===== config.mk =====
export PLATFORM = sky130hd
export DESIGN_NAME = core_top
export DESIGN_NICKNAME = d
export VERILOG_FILES = /design/src/rv_pkg.sv /design/src/core_top.sv /design/src/pipe_ctrl.sv /design/src/exec_unit.sv /design/src/reg_file.sv /design/src/decode_unit.sv /design/src/fetch_unit.sv
export VERILOG_INCLUDE_DIRS = /design/src
export SDC_FILE = /design/constraint.sdc
export NUM_CORES = 2
export LEC_CHECK = 0
export BUFFER_PORTS_ARGS = -buffer_cell sky130_fd_sc_hd__buf_2
export CAP_MARGIN = 20
export CORE_UTILIZATION = 55
export CTS_CLUSTER_SIZE = 12
export DETAILED_ROUTE_END_ITERATION = 7
export GPL_ROUTABILITY_DRIVEN = 1
export GPL_TIMING_DRIVEN = 1
export PLACE_DENSITY = 0.82
export SKIP_LAST_GASP = 1
export SLEW_MARGIN = 20
export SYNTH_ARGS = -nofsm -noshare
export SYNTH_HDL_FRONTEND = slang
export SYNTH_SLANG_ARGS = --single-unit

===== constraint.sdc =====
create_clock -name clk -period 10.8 [get_ports clk]
set_input_delay 0.54 -clock clk [delete_from_list [all_inputs] [get_ports clk]]
set_output_delay 0.54 -clock clk [all_outputs]
set_load 0.03 [all_outputs]

===== src/rv_consts.svh =====
`ifndef RV_CONSTS_SVH
`define RV_CONSTS_SVH

`define XLEN       32
`define RESET_PC   32'h8000_0000
`define NREGS      32

// Major opcodes
`define OP_LUI     7'b0110111
`define OP_AUIPC   7'b0010111
`define OP_JAL     7'b1101111
`define OP_JALR    7'b1100111
`define OP_BRANCH  7'b1100011
`define OP_IMM     7'b0010011
`define OP_REG     7'b0110011

// ALU funct3, shared by register and immediate forms
`define F3_ADD_SUB 3'b000
`define F3_SLL     3'b001
`define F3_SLT     3'b010
`define F3_SLTU    3'b011
`define F3_XOR     3'b100
`define F3_SRL_SRA 3'b101
`define F3_OR      3'b110
`define F3_AND     3'b111

// Branch funct3
`define F3_BEQ     3'b000
`define F3_BNE     3'b001
`define F3_BLT     3'b100
`define F3_BGE     3'b101
`define F3_BLTU    3'b110
`define F3_BGEU    3'b111

`define F7_BASE    7'b0000000
`define F7_ALT     7'b0100000

`endif

===== src/rv_pkg.sv =====
`default_nettype none
`include "rv_consts.svh"

package rv_pkg;

    typedef logic [$clog2(`NREGS)-1:0] reg_addr_t;

    // Same 32-bit word, seen through each encoding
    typedef union packed {
        struct packed {
            logic [6:0] funct7;
            reg_addr_t  rs2;
            reg_addr_t  rs1;
            logic [2:0] funct3;
            reg_addr_t  rd;
            logic [6:0] opcode;
        } r_fmt;
        struct packed {
            logic [11:0] imm12;
            reg_addr_t   rs1;
            logic [2:0]  funct3;
            reg_addr_t   rd;
            logic [6:0]  opcode;
        } i_fmt;
        struct packed {
            logic [19:0] imm20;
            reg_addr_t   rd;
            logic [6:0]  opcode;
        } u_fmt;
        // Immediate pieces of B and J types
        struct packed {
            logic       imm_sign;
            logic [5:0] imm_10_5;
            logic [3:0] imm_4_1j;
            logic       imm_11j;
            logic [7:0] imm_19_12;
            logic [3:0] imm_4_1b;
            logic       imm_11b;
            logic [6:0] opcode;
        } sb_fmt;
    } instr_u;

    typedef enum logic [4:0] {
        OP_NONE,
        LUI, AUIPC, JAL, JALR,
        BEQ, BNE, BLT, BGE, BLTU, BGEU,
        ADDI, SLTI, SLTIU, XORI, ORI, ANDI, SLLI, SRLI, SRAI,
        ADD, SUB, SLL, SLT, SLTU, XOR, SRL, SRA, OR, AND
    } op_e;

    typedef enum logic {
        FWD_NONE,
        FWD_WB
    } fwd_e;

    typedef struct packed {
        logic             valid;
        logic [`XLEN-1:0] pc;
        instr_u           instr;
    } if_id_s;

    typedef struct packed {
        logic             valid;
        logic [`XLEN-1:0] pc;
        instr_u           instr;
        op_e              op;
        logic [`XLEN-1:0] imm;
        reg_addr_t        rs1;
        reg_addr_t        rs2;
        logic [`XLEN-1:0] rs1_data;
        logic [`XLEN-1:0] rs2_data;
        reg_addr_t        rd;
        logic             we;
    } id_ex_s;

    typedef struct packed {
        logic             valid;
        logic [`XLEN-1:0] pc;
        instr_u           instr;
        reg_addr_t        rd;
        logic             we;
        logic [`XLEN-1:0] rd_data;
    } retire_s;

endpackage

`default_nettype wire


===== src/core_top.sv =====
`timescale 1ns/100ps
`default_nettype none
`include "rv_consts.svh"

module core_top
    import rv_pkg::*;
(
    input  logic             clk,
    input  logic             rstn,
    output logic             wb_cyc_o,
    output logic             wb_stb_o,
    output logic [`XLEN-1:0] wb_adr_o,
    input  logic [`XLEN-1:0] wb_dat_i,
    input  logic             wb_ack_i,
    output retire_s          retire_o
);

    if_id_s           if_id;
    id_ex_s           id_ex;
    reg_addr_t        rs1_addr;
    reg_addr_t        rs2_addr;
    logic [`XLEN-1:0] rs1_data;
    logic [`XLEN-1:0] rs2_data;
    logic             redirect;
    logic [`XLEN-1:0] target;
    logic             flush;
    fwd_e             fwd_rs1;
    fwd_e             fwd_rs2;

    fetch_unit fetch_i (
        .clk        (clk),
        .rstn       (rstn),
        .wb_cyc_o   (wb_cyc_o),
        .wb_stb_o   (wb_stb_o),
        .wb_adr_o   (wb_adr_o),
        .wb_dat_i   (wb_dat_i),
        .wb_ack_i   (wb_ack_i),
        .redirect_i (redirect),
        .target_i   (target),
        .flush_i    (flush),
        .if_id_o    (if_id)
    );

    decode_unit decode_i (
        .clk        (clk),
        .rstn       (rstn),
        .if_id_i    (if_id),
        .flush_i    (flush),
        .rs1_addr_o (rs1_addr),
        .rs2_addr_o (rs2_addr),
        .rs1_data_i (rs1_data),
        .rs2_data_i (rs2_data),
        .id_ex_o    (id_ex)
    );

    // Written from the retire record
    reg_file rf_i (
        .clk        (clk),
        .rstn       (rstn),
        .rs1_addr_i (rs1_addr),
        .rs2_addr_i (rs2_addr),
        .rs1_data_o (rs1_data),
        .rs2_data_o (rs2_data),
        .wr_i       (retire_o)
    );

    exec_unit exec_i (
        .clk        (clk),
        .rstn       (rstn),
        .id_ex_i    (id_ex),
        .fwd_rs1_i  (fwd_rs1),
        .fwd_rs2_i  (fwd_rs2),
        .redirect_o (redirect),
        .target_o   (target),
        .retire_o   (retire_o)
    );

    pipe_ctrl ctrl_i (
        .id_ex_i    (id_ex),
        .wb_i       (retire_o),
        .redirect_i (redirect),
        .fwd_rs1_o  (fwd_rs1),
        .fwd_rs2_o  (fwd_rs2),
        .flush_o    (flush)
    );

endmodule

`default_nettype wire


===== src/pipe_ctrl.sv =====
`timescale 1ns/100ps
`default_nettype none

module pipe_ctrl
    import rv_pkg::*;
(
    input  id_ex_s  id_ex_i,
    input  retire_s wb_i,
    input  logic    redirect_i,
    output fwd_e    fwd_rs1_o,
    output fwd_e    fwd_rs2_o,
    output logic    flush_o
);

    logic wb_live;

    // Writeback record that will land in a real register
    assign wb_live = wb_i.valid && wb_i.we && (wb_i.rd != '0);

    always_comb begin
        fwd_rs1_o = FWD_NONE;
        fwd_rs2_o = FWD_NONE;
        if (wb_live && (wb_i.rd == id_ex_i.rs1)) begin
            fwd_rs1_o = FWD_WB;
        end
        if (wb_live && (wb_i.rd == id_ex_i.rs2)) begin
            fwd_rs2_o = FWD_WB;
        end
    end

    // Taken control flow kills everything younger than execute
    assign flush_o = redirect_i;

endmodule

`default_nettype wire


===== src/exec_unit.sv =====
`timescale 1ns/100ps
`default_nettype none
`include "rv_consts.svh"

module exec_unit
    import rv_pkg::*;
(
    input  logic             clk,
    input  logic             rstn,
    input  id_ex_s           id_ex_i,
    input  fwd_e             fwd_rs1_i,
    input  fwd_e             fwd_rs2_i,
    output logic             redirect_o,
    output logic [`XLEN-1:0] target_o,
    output retire_s          retire_o
);

    logic [`XLEN-1:0] a;
    logic [`XLEN-1:0] b;
    logic [`XLEN-1:0] imm;
    logic [`XLEN-1:0] link;
    logic [`XLEN-1:0] pc_rel;
    logic [`XLEN-1:0] jalr_sum;
    logic [`XLEN-1:0] res;
    logic             taken;

    // Operand select, writeback result wins on a match
    assign a = (fwd_rs1_i == FWD_WB) ? retire_o.rd_data : id_ex_i.rs1_data;
    assign b = (fwd_rs2_i == FWD_WB) ? retire_o.rd_data : id_ex_i.rs2_data;

    assign imm      = id_ex_i.imm;
    assign link     = id_ex_i.pc + 32'd4;
    assign pc_rel   = id_ex_i.pc + imm;
    assign jalr_sum = a + imm;

    always_comb begin
        res      = '0;
        taken    = 1'b0;
        target_o = pc_rel;
        case (id_ex_i.op)
            LUI:   res = imm;
            AUIPC: res = pc_rel;
            JAL: begin
                res   = link;
                taken = 1'b1;
            end
            JALR: begin
                res      = link;
                taken    = 1'b1;
                target_o = {jalr_sum[`XLEN-1:1], 1'b0};
            end
            BEQ:   taken = (a == b);
            BNE:   taken = (a != b);
            BLT:   taken = ($signed(a) < $signed(b));
            BGE:   taken = ($signed(a) >= $signed(b));
            BLTU:  taken = (a < b);
            BGEU:  taken = (a >= b);
            ADDI:  res = a + imm;
            SLTI:  res = `XLEN'($signed(a) < $signed(imm));
            SLTIU: res = `XLEN'(a < imm);
            XORI:  res = a ^ imm;
            ORI:   res = a | imm;
            ANDI:  res = a & imm;
            SLLI:  res = a << imm[4:0];
            SRLI:  res = a >> imm[4:0];
            SRAI:  res = $unsigned($signed(a) >>> imm[4:0]);
            ADD:   res = a + b;
            SUB:   res = a - b;
            SLL:   res = a << b[4:0];
            SLT:   res = `XLEN'($signed(a) < $signed(b));
            SLTU:  res = `XLEN'(a < b);
            XOR:   res = a ^ b;
            SRL:   res = a >> b[4:0];
            SRA:   res = $unsigned($signed(a) >>> b[4:0]);
            OR:    res = a | b;
            AND:   res = a & b;
            default: res = '0;
        endcase
    end

    assign redirect_o = id_ex_i.valid && taken;

    always_ff @(posedge clk or negedge rstn) begin
        if (!rstn) begin
            retire_o <= '0;
        end else begin
            retire_o.valid   <= id_ex_i.valid;
            retire_o.pc      <= id_ex_i.pc;
            retire_o.instr   <= id_ex_i.instr;
            retire_o.rd      <= id_ex_i.rd;
            retire_o.we      <= id_ex_i.we;
            retire_o.rd_data <= res;
        end
    end

endmodule

`default_nettype wire


===== src/reg_file.sv =====
`timescale 1ns/100ps
`default_nettype none
`include "rv_consts.svh"

module reg_file
    import rv_pkg::*;
(
    input  logic             clk,
    input  logic             rstn,
    input  reg_addr_t        rs1_addr_i,
    input  reg_addr_t        rs2_addr_i,
    output logic [`XLEN-1:0] rs1_data_o,
    output logic [`XLEN-1:0] rs2_data_o,
    input  retire_s          wr_i
);

    logic [`XLEN-1:0] regs [`NREGS];
    logic             wr_en;

    // x0 is never written, so it stays at its reset value
    assign wr_en = wr_i.valid && wr_i.we && (wr_i.rd != '0);

    always_ff @(posedge clk or negedge rstn) begin
        if (!rstn) begin
            for (int i = 0; i < `NREGS; i++) begin
                regs[i] <= '0;
            end
        end else if (wr_en) begin
            regs[wr_i.rd] <= wr_i.rd_data;
        end
    end

    // Same-cycle write shows through on read
    assign rs1_data_o = (wr_en && (wr_i.rd == rs1_addr_i)) ? wr_i.rd_data : regs[rs1_addr_i];
    assign rs2_data_o = (wr_en && (wr_i.rd == rs2_addr_i)) ? wr_i.rd_data : regs[rs2_addr_i];

endmodule

`default_nettype wire


===== src/decode_unit.sv =====
`timescale 1ns/100ps
`default_nettype none
`include "rv_consts.svh"

module decode_unit
    import rv_pkg::*;
(
    input  logic             clk,
    input  logic             rstn,
    input  if_id_s           if_id_i,
    input  logic             flush_i,
    output reg_addr_t        rs1_addr_o,
    output reg_addr_t        rs2_addr_o,
    input  logic [`XLEN-1:0] rs1_data_i,
    input  logic [`XLEN-1:0] rs2_data_i,
    output id_ex_s           id_ex_o
);

    instr_u           ins;
    op_e              op;
    logic [`XLEN-1:0] imm;
    logic             we;

    assign ins        = if_id_i.instr;
    assign rs1_addr_o = ins.r_fmt.rs1;
    assign rs2_addr_o = ins.r_fmt.rs2;

    always_comb begin
        op  = OP_NONE;
        imm = {{20{ins.i_fmt.imm12[11]}}, ins.i_fmt.imm12};
        we  = 1'b1;
        case (ins.r_fmt.opcode)
            `OP_LUI: begin
                op  = LUI;
                imm = {ins.u_fmt.imm20, 12'b0};
            end
            `OP_AUIPC: begin
                op  = AUIPC;
                imm = {ins.u_fmt.imm20, 12'b0};
            end
            `OP_JAL: begin
                op  = JAL;
                imm = {{12{ins.sb_fmt.imm_sign}}, ins.sb_fmt.imm_19_12, ins.sb_fmt.imm_11j,
                       ins.sb_fmt.imm_10_5, ins.sb_fmt.imm_4_1j, 1'b0};
            end
            `OP_JALR: op = JALR;
            `OP_BRANCH: begin
                we  = 1'b0;
                imm = {{20{ins.sb_fmt.imm_sign}}, ins.sb_fmt.imm_11b,
                       ins.sb_fmt.imm_10_5, ins.sb_fmt.imm_4_1b, 1'b0};
                case (ins.r_fmt.funct3)
                    `F3_BEQ:  op = BEQ;
                    `F3_BNE:  op = BNE;
                    `F3_BLT:  op = BLT;
                    `F3_BGE:  op = BGE;
                    `F3_BLTU: op = BLTU;
                    `F3_BGEU: op = BGEU;
                    default:  op = OP_NONE;
                endcase
            end
            `OP_IMM: begin
                case (ins.r_fmt.funct3)
                    `F3_ADD_SUB: op = ADDI;
                    `F3_SLT:     op = SLTI;
                    `F3_SLTU:    op = SLTIU;
                    `F3_XOR:     op = XORI;
                    `F3_OR:      op = ORI;
                    `F3_AND:     op = ANDI;
                    `F3_SLL:     op = (ins.r_fmt.funct7 == `F7_BASE) ? SLLI : OP_NONE;
                    default: begin
                        if (ins.r_fmt.funct7 == `F7_BASE) begin
                            op = SRLI;
                        end else if (ins.r_fmt.funct7 == `F7_ALT) begin
                            op = SRAI;
                        end
                    end
                endcase
            end
            `OP_REG: begin
                if (ins.r_fmt.funct7 == `F7_BASE) begin
                    case (ins.r_fmt.funct3)
                        `F3_ADD_SUB: op = ADD;
                        `F3_SLL:     op = SLL;
                        `F3_SLT:     op = SLT;
                        `F3_SLTU:    op = SLTU;
                        `F3_XOR:     op = XOR;
                        `F3_SRL_SRA: op = SRL;
                        `F3_OR:      op = OR;
                        default:     op = AND;
                    endcase
                end else if (ins.r_fmt.funct7 == `F7_ALT) begin
                    if (ins.r_fmt.funct3 == `F3_ADD_SUB) begin
                        op = SUB;
                    end else if (ins.r_fmt.funct3 == `F3_SRL_SRA) begin
                        op = SRA;
                    end
                end
            end
            default: op = OP_NONE;
        endcase
        // Unknown encodings never write
        if (op == OP_NONE) begin
            we = 1'b0;
        end
    end

    always_ff @(posedge clk or negedge rstn) begin
        if (!rstn) begin
            id_ex_o <= '0;
        end else begin
            id_ex_o.valid    <= if_id_i.valid && !flush_i;
            id_ex_o.pc       <= if_id_i.pc;
            id_ex_o.instr    <= ins;
            id_ex_o.op       <= op;
            id_ex_o.imm      <= imm;
            id_ex_o.rs1      <= ins.r_fmt.rs1;
            id_ex_o.rs2      <= ins.r_fmt.rs2;
            id_ex_o.rs1_data <= rs1_data_i;
            id_ex_o.rs2_data <= rs2_data_i;
            id_ex_o.rd       <= ins.r_fmt.rd;
            id_ex_o.we       <= we;
        end
    end

endmodule

`default_nettype wire


===== src/fetch_unit.sv =====
`timescale 1ns/100ps
`default_nettype none
`include "rv_consts.svh"

module fetch_unit
    import rv_pkg::*;
(
    input  logic             clk,
    input  logic             rstn,
    output logic             wb_cyc_o,
    output logic             wb_stb_o,
    output logic [`XLEN-1:0] wb_adr_o,
    input  logic [`XLEN-1:0] wb_dat_i,
    input  logic             wb_ack_i,
    input  logic             redirect_i,
    input  logic [`XLEN-1:0] target_i,
    input  logic             flush_i,
    output if_id_s           if_id_o
);

    logic             cyc_q;
    logic [`XLEN-1:0] pc_q;
    logic [`XLEN-1:0] next_pc_q;
    logic             stale_q;
    logic             done;
    logic             take;

    assign done = cyc_q && wb_ack_i;
    // Word arrived on the right path
    assign take = done && !stale_q && !flush_i;

    assign wb_cyc_o = cyc_q;
    assign wb_stb_o = cyc_q;
    assign wb_adr_o = {pc_q[`XLEN-1:2], 2'b00};

    always_ff @(posedge clk or negedge rstn) begin
        if (!rstn) begin
            cyc_q     <= 1'b0;
            pc_q      <= `RESET_PC;
            next_pc_q <= `RESET_PC;
            stale_q   <= 1'b0;
        end else begin
            cyc_q <= 1'b1;
            if (done) begin
                stale_q <= 1'b0;
                if (redirect_i) begin
                    pc_q <= target_i;
                end else if (stale_q) begin
                    pc_q <= next_pc_q;
                end else begin
                    pc_q <= pc_q + 32'd4;
                end
            end else if (redirect_i) begin
                // Address must hold until ack, so park the target
                stale_q   <= 1'b1;
                next_pc_q <= target_i;
            end
        end
    end

    always_ff @(posedge clk or negedge rstn) begin
        if (!rstn) begin
            if_id_o <= '0;
        end else begin
            if_id_o.valid <= take;
            if_id_o.pc    <= pc_q;
            if (done) begin
                if_id_o.instr <= wb_dat_i;
            end
        end
    end

endmodule

`default_nettype wire


==> results.md <==
- Synth top area cells: dfrtp_1 42%, mux4_2 17%, mux2_2 13%
- Largest net degree at the start of global routing: between 150 and 200
- Measured slew at the worst slew-check pin: about 1.3 ns
- Final hold viol count: 0
- TritonCTS Sinks: around 1400
- CTS clk-pin slew, worst paths: 0.06 ns
- Synth unique cells: 92
- F_max: 113 MHz
- Max cap viols: 0
- Critical path's top delay family: compound AO/OA/AOI/OAI gates
- Post-synthesis mux area share: 0.340
- Int Power: slightly above 9 mW
- Setup TNS: 0 ns
- Worst path bufs/invs: 2
- Critical path's slowest cell: o41ai_2
- Crit path launch type: register
- Clk root buf: clkbuf_16
- WS Path Type: reg2reg
- DRC: 0
- H-tree Lvls: 4
- DR pass1 iterations: 6
- Port-buffer cells: 169
- Worst rel slew slack: 0.149
- Post-Syn Area: about 85000 µm²
- Area growth from synthesis to layout: 9.49%
- Critical Path Fanout Max: 24
- Net Switching: 4.48 mW
- Row Count: about 140
- CP cell instances: nor2_1 -> a21o_1 -> or4_4 -> buf_4 -> mux2i_2 -> inv_1 -> ha_1 -> nand2b_1 -> a221oi_1 -> o21ai_1 -> a211o_1 -> o41ai_2 -> o22ai_1 -> o41ai_2 -> a221oi_1 -> xnor2_1 -> mux2i_1 -> mux2_2
- Fin area: ~93000 µm²
- Cell area after placement: between 80000 and 90000 µm²
- Critical path capture point type: register
- Fin util: 0.606
- Synthesized flop and latch total: between 1000 and 1500
- CP Depth: 18
- Seq/Total Area, Yosys: 0.417
- Fin. max-slew vios: 0
- Fin crit share: 0.818
- Gp weighted congestion: ~1.1
- Final WL: between 300 and 400 mm
- Worst hold path type: in2reg
- Post-detail-place hpwl: between 200 and 250 mm
- Yosys warning total: 0
- Synth Area in Compound Gates: 0.0913
- Setup Fix Bufs, Post-CTS: 0
- Post-Place Worst Slack: ~2.2 ns
- Total Routing Usage GR: 0.429
- Initial antenna violation count: 21
- Crit-path max cell delay: between 0.8 and 0.9 ns
- Part of the power in the clock network: 0.382
- Die Wd: ~400 µm
- R2R depth: 18
- Final setup fails: 0
- Starting density of the core: 0.554
- Die Y: between 300 and 400 µm
- Max clock buf depth: 3
- Grt total ovfl: 0
- Primary FF master, synth: dfrtp_1
- Layout cells sized above 1: 0.337
- XOR/XNOR share of the synthesized area: 0.0193
- Fin crit period: just under 9 ns
- Total number of vias: about 66000
- Power per cell area: 147 nW/µm²
- Hold Crit Depth: 3
- Combinational Power Share: 0.190
- Final WS setup: approximately 2 ns
- Crit path DAT: ~9.5 ns
- First-pass GRT wire length: between 400 and 500 mm
- CP Data Required Time: 11.51 ns
- Vias in the first global route: between 60000 and 70000
- Main combinational cell family by area after synthesis: multiplexers
- Fill cell instance count of the final layout: 11500
- WL/cell: around 37 µm
- Avg Synthesized Cell Area: around 12 µm²
- Synth top area share: 0.416
- Routed Antenna Nets: 0
- EDFF count, synth: 0
- Via density: around 7.2
- CTS Buf Count: ~150
- Synth area leader: dfrtp_1
- Switching share of power: 0.326
- VDD IR-drop max: ~0.00015 V
- Post-Synth Adder-Cell Area: 0.0244
- RSZ-0062 raised after global routing: false
- Synth async-reset ratio: 1.00
- Ports: 172
- Setup Skew: about 0.061 ns
- Initial drt markers: between 9000 and 10000
- Outcome: finished, final reports clean
- Seq pwr share: 0.428
- Layout Nets: roughly 7200
- Simple-Gate Fraction of Synth Area: 0.0685
- Core Area: approximately 150000 µm²
- Leakage: between 40 and 50 nW
- Later-pin clock latency in the skew report: between 0.8 and 0.9 ns
- CTS tree: done
- Mapped Cells: slightly above 7000
- Die area: ~160000 µm²
==> per-layer routing <==
| metal | global-route usage | share of wire | vias up |
|---|---|---|---|
| met5 | 0 | 0.00042 | - |
| met4 | 0.262 | 0.075 | 20 |
| met3 | 0.115 | 0.11 | 1172 |
| met2 | 0.629 | 0.44 | 4573 |
| met1 | 0.572 | 0.37 | 33900 |
| li1 | - | - | 26200 |
==> logic make-up (layout without fill, tap and decap cells) <==
logic type                 after synthesis  count (layout)
other                                    2              10
and+or+nand+nor                       1314            1314
adders and majority gates              164             164
muxes                                 1936            1936
AOI/OAI and AO/OA                     1215            1215
xor gates and xnor gates               188             188
buffers and inverters                  841             825
DFF                                   1419            1419
==> synth_stat cells (67+ instances only) <==
master,n
o21ai_0,282
nor2_1,421
dfrtp_1,1417
xor2_1,67
buf_1,103
nand2_1,493
clkbuf_1,497
xnor2_1,121
nand3_1,94
mux2i_1,256
inv_1,154
a21oi_1,364
mux4_2,646
ha_1,160
mux2_2,1004
==> cells in the final DEF, fill, tap and decap left out, types with 50 or more instances in the layout <==
cell type  synthesis  final
o21ai_0          282    281
clkbuf_16          0    152
mux2i_1          256    255
nor2_1           421    395
ha_1             160    160
inv_1            154    154
dfrtp_1         1417   1404
nand2_1          493    485
buf_4             41    175
mux4_2           646    646
a21oi_1          364    364
nand3_1           94     86
a211oi_1          53     51
mux2_2          1004   1004
xor2_1            67     67
buf_2             24    168
xnor2_1          121    121
nor3_1            52     50
==> worst paths after layout <==
path | from | end | slack [ns]
worst min-delay path | wb_dat_i[30] | fetch_i.if_id_o[30]$_DFFE_PN0P_ | 0.08
worst max register to register | exec_i.retire_o[45]$_DFF_PN0_ | fetch_i.next_pc_q[29]$_DFFE_PN0P_ | 1.96
min in group asynchronous | rstn | exec_i.retire_o[80]$_DFF_PN0_ | 0.35
max in group asynchronous | rstn | fetch_i.if_id_o[15]$_DFFE_PN0P_ | 8.03
worst min register to register | fetch_i.if_id_o[41]$_DFF_PN0_ | decode_i.id_ex_o[158]$_DFF_PN0_ | 0.31
worst max-delay path | exec_i.retire_o[45]$_DFF_PN0_ | fetch_i.next_pc_q[29]$_DFFE_PN0P_ | 1.96
==> state kept, by name, indices dropped and copies added (netlist names) <==
register	count
decode_i.id_ex_o	166
exec_i.retire_o	98
fetch_i.if_id_o	65
fetch_i.next_pc_q	32
fetch_i.pc_q	32
fetch_i.stale_q	1
fetch_i.wb_cyc_o	1
rf_i.regs	1024
==> repair_timing <==
| item | in CTS | in global routing |
|---|---|---|
| hold buffers | 30 | 0 |
| gates resized for setup | 0 | 0 |
| hold endpoints to repair | 135 | 0 |
==> per-stage QoR <==
stage	cells	hold WS, ns	power, mW
3_3_place_gp	8811	0.331	8.48
4_1_cts	9104	0.00746	13.7
6_report	9115	0.0825	13.7
3_5_place_dp	8812	0.335	8.49
5_1_grt	9110	0.0473	14.1
2_1_floorplan	7080	0.244	7.41
==> worst register-to-register path: stages, from the launching register on <==
cell and delay (ns):
dfrtp_1 0.62, nor2_1 0.44, a21o_1 0.63, or4_4 0.82
buf_4 0.47, mux2i_2 0.71, inv_1 0.31, ha_1 0.37
nand2b_1 0.17, a221oi_1 0.48, o21ai_1 0.23, a211o_1 0.43
o41ai_2 0.85, o22ai_1 0.44, o41ai_2 0.82, a221oi_1 0.21
xnor2_1 0.29, mux2i_1 0.13, mux2_2 0.31
==> layout make-up <==
cell class	instances	area, µm²	area share
clock inverters	41	602	0.00645
clock buffers	221	4360	0.0468
inverters	171	642	0.00688
well taps	2044	2560	0.0274
diodes	7	17.5	0.000188
multi-input cells	4820	46800	0.501
repair buffers	392	2810	0.0302
flip-flops and latches	1419	35600	0.381
==> power groups by stage <==
stage	Sequential [mW]	Clock, mW	Combinational (mW)
final	5.88	5.24	2.61
after global placement	5.96	0	2.52
after detailed placement	5.97	0	2.52
after CTS	5.87	5.27	2.55
after global routing	5.89	5.47	2.71
after floorplan	5.83	0	1.58
Power figures use the tool's default switching activity.
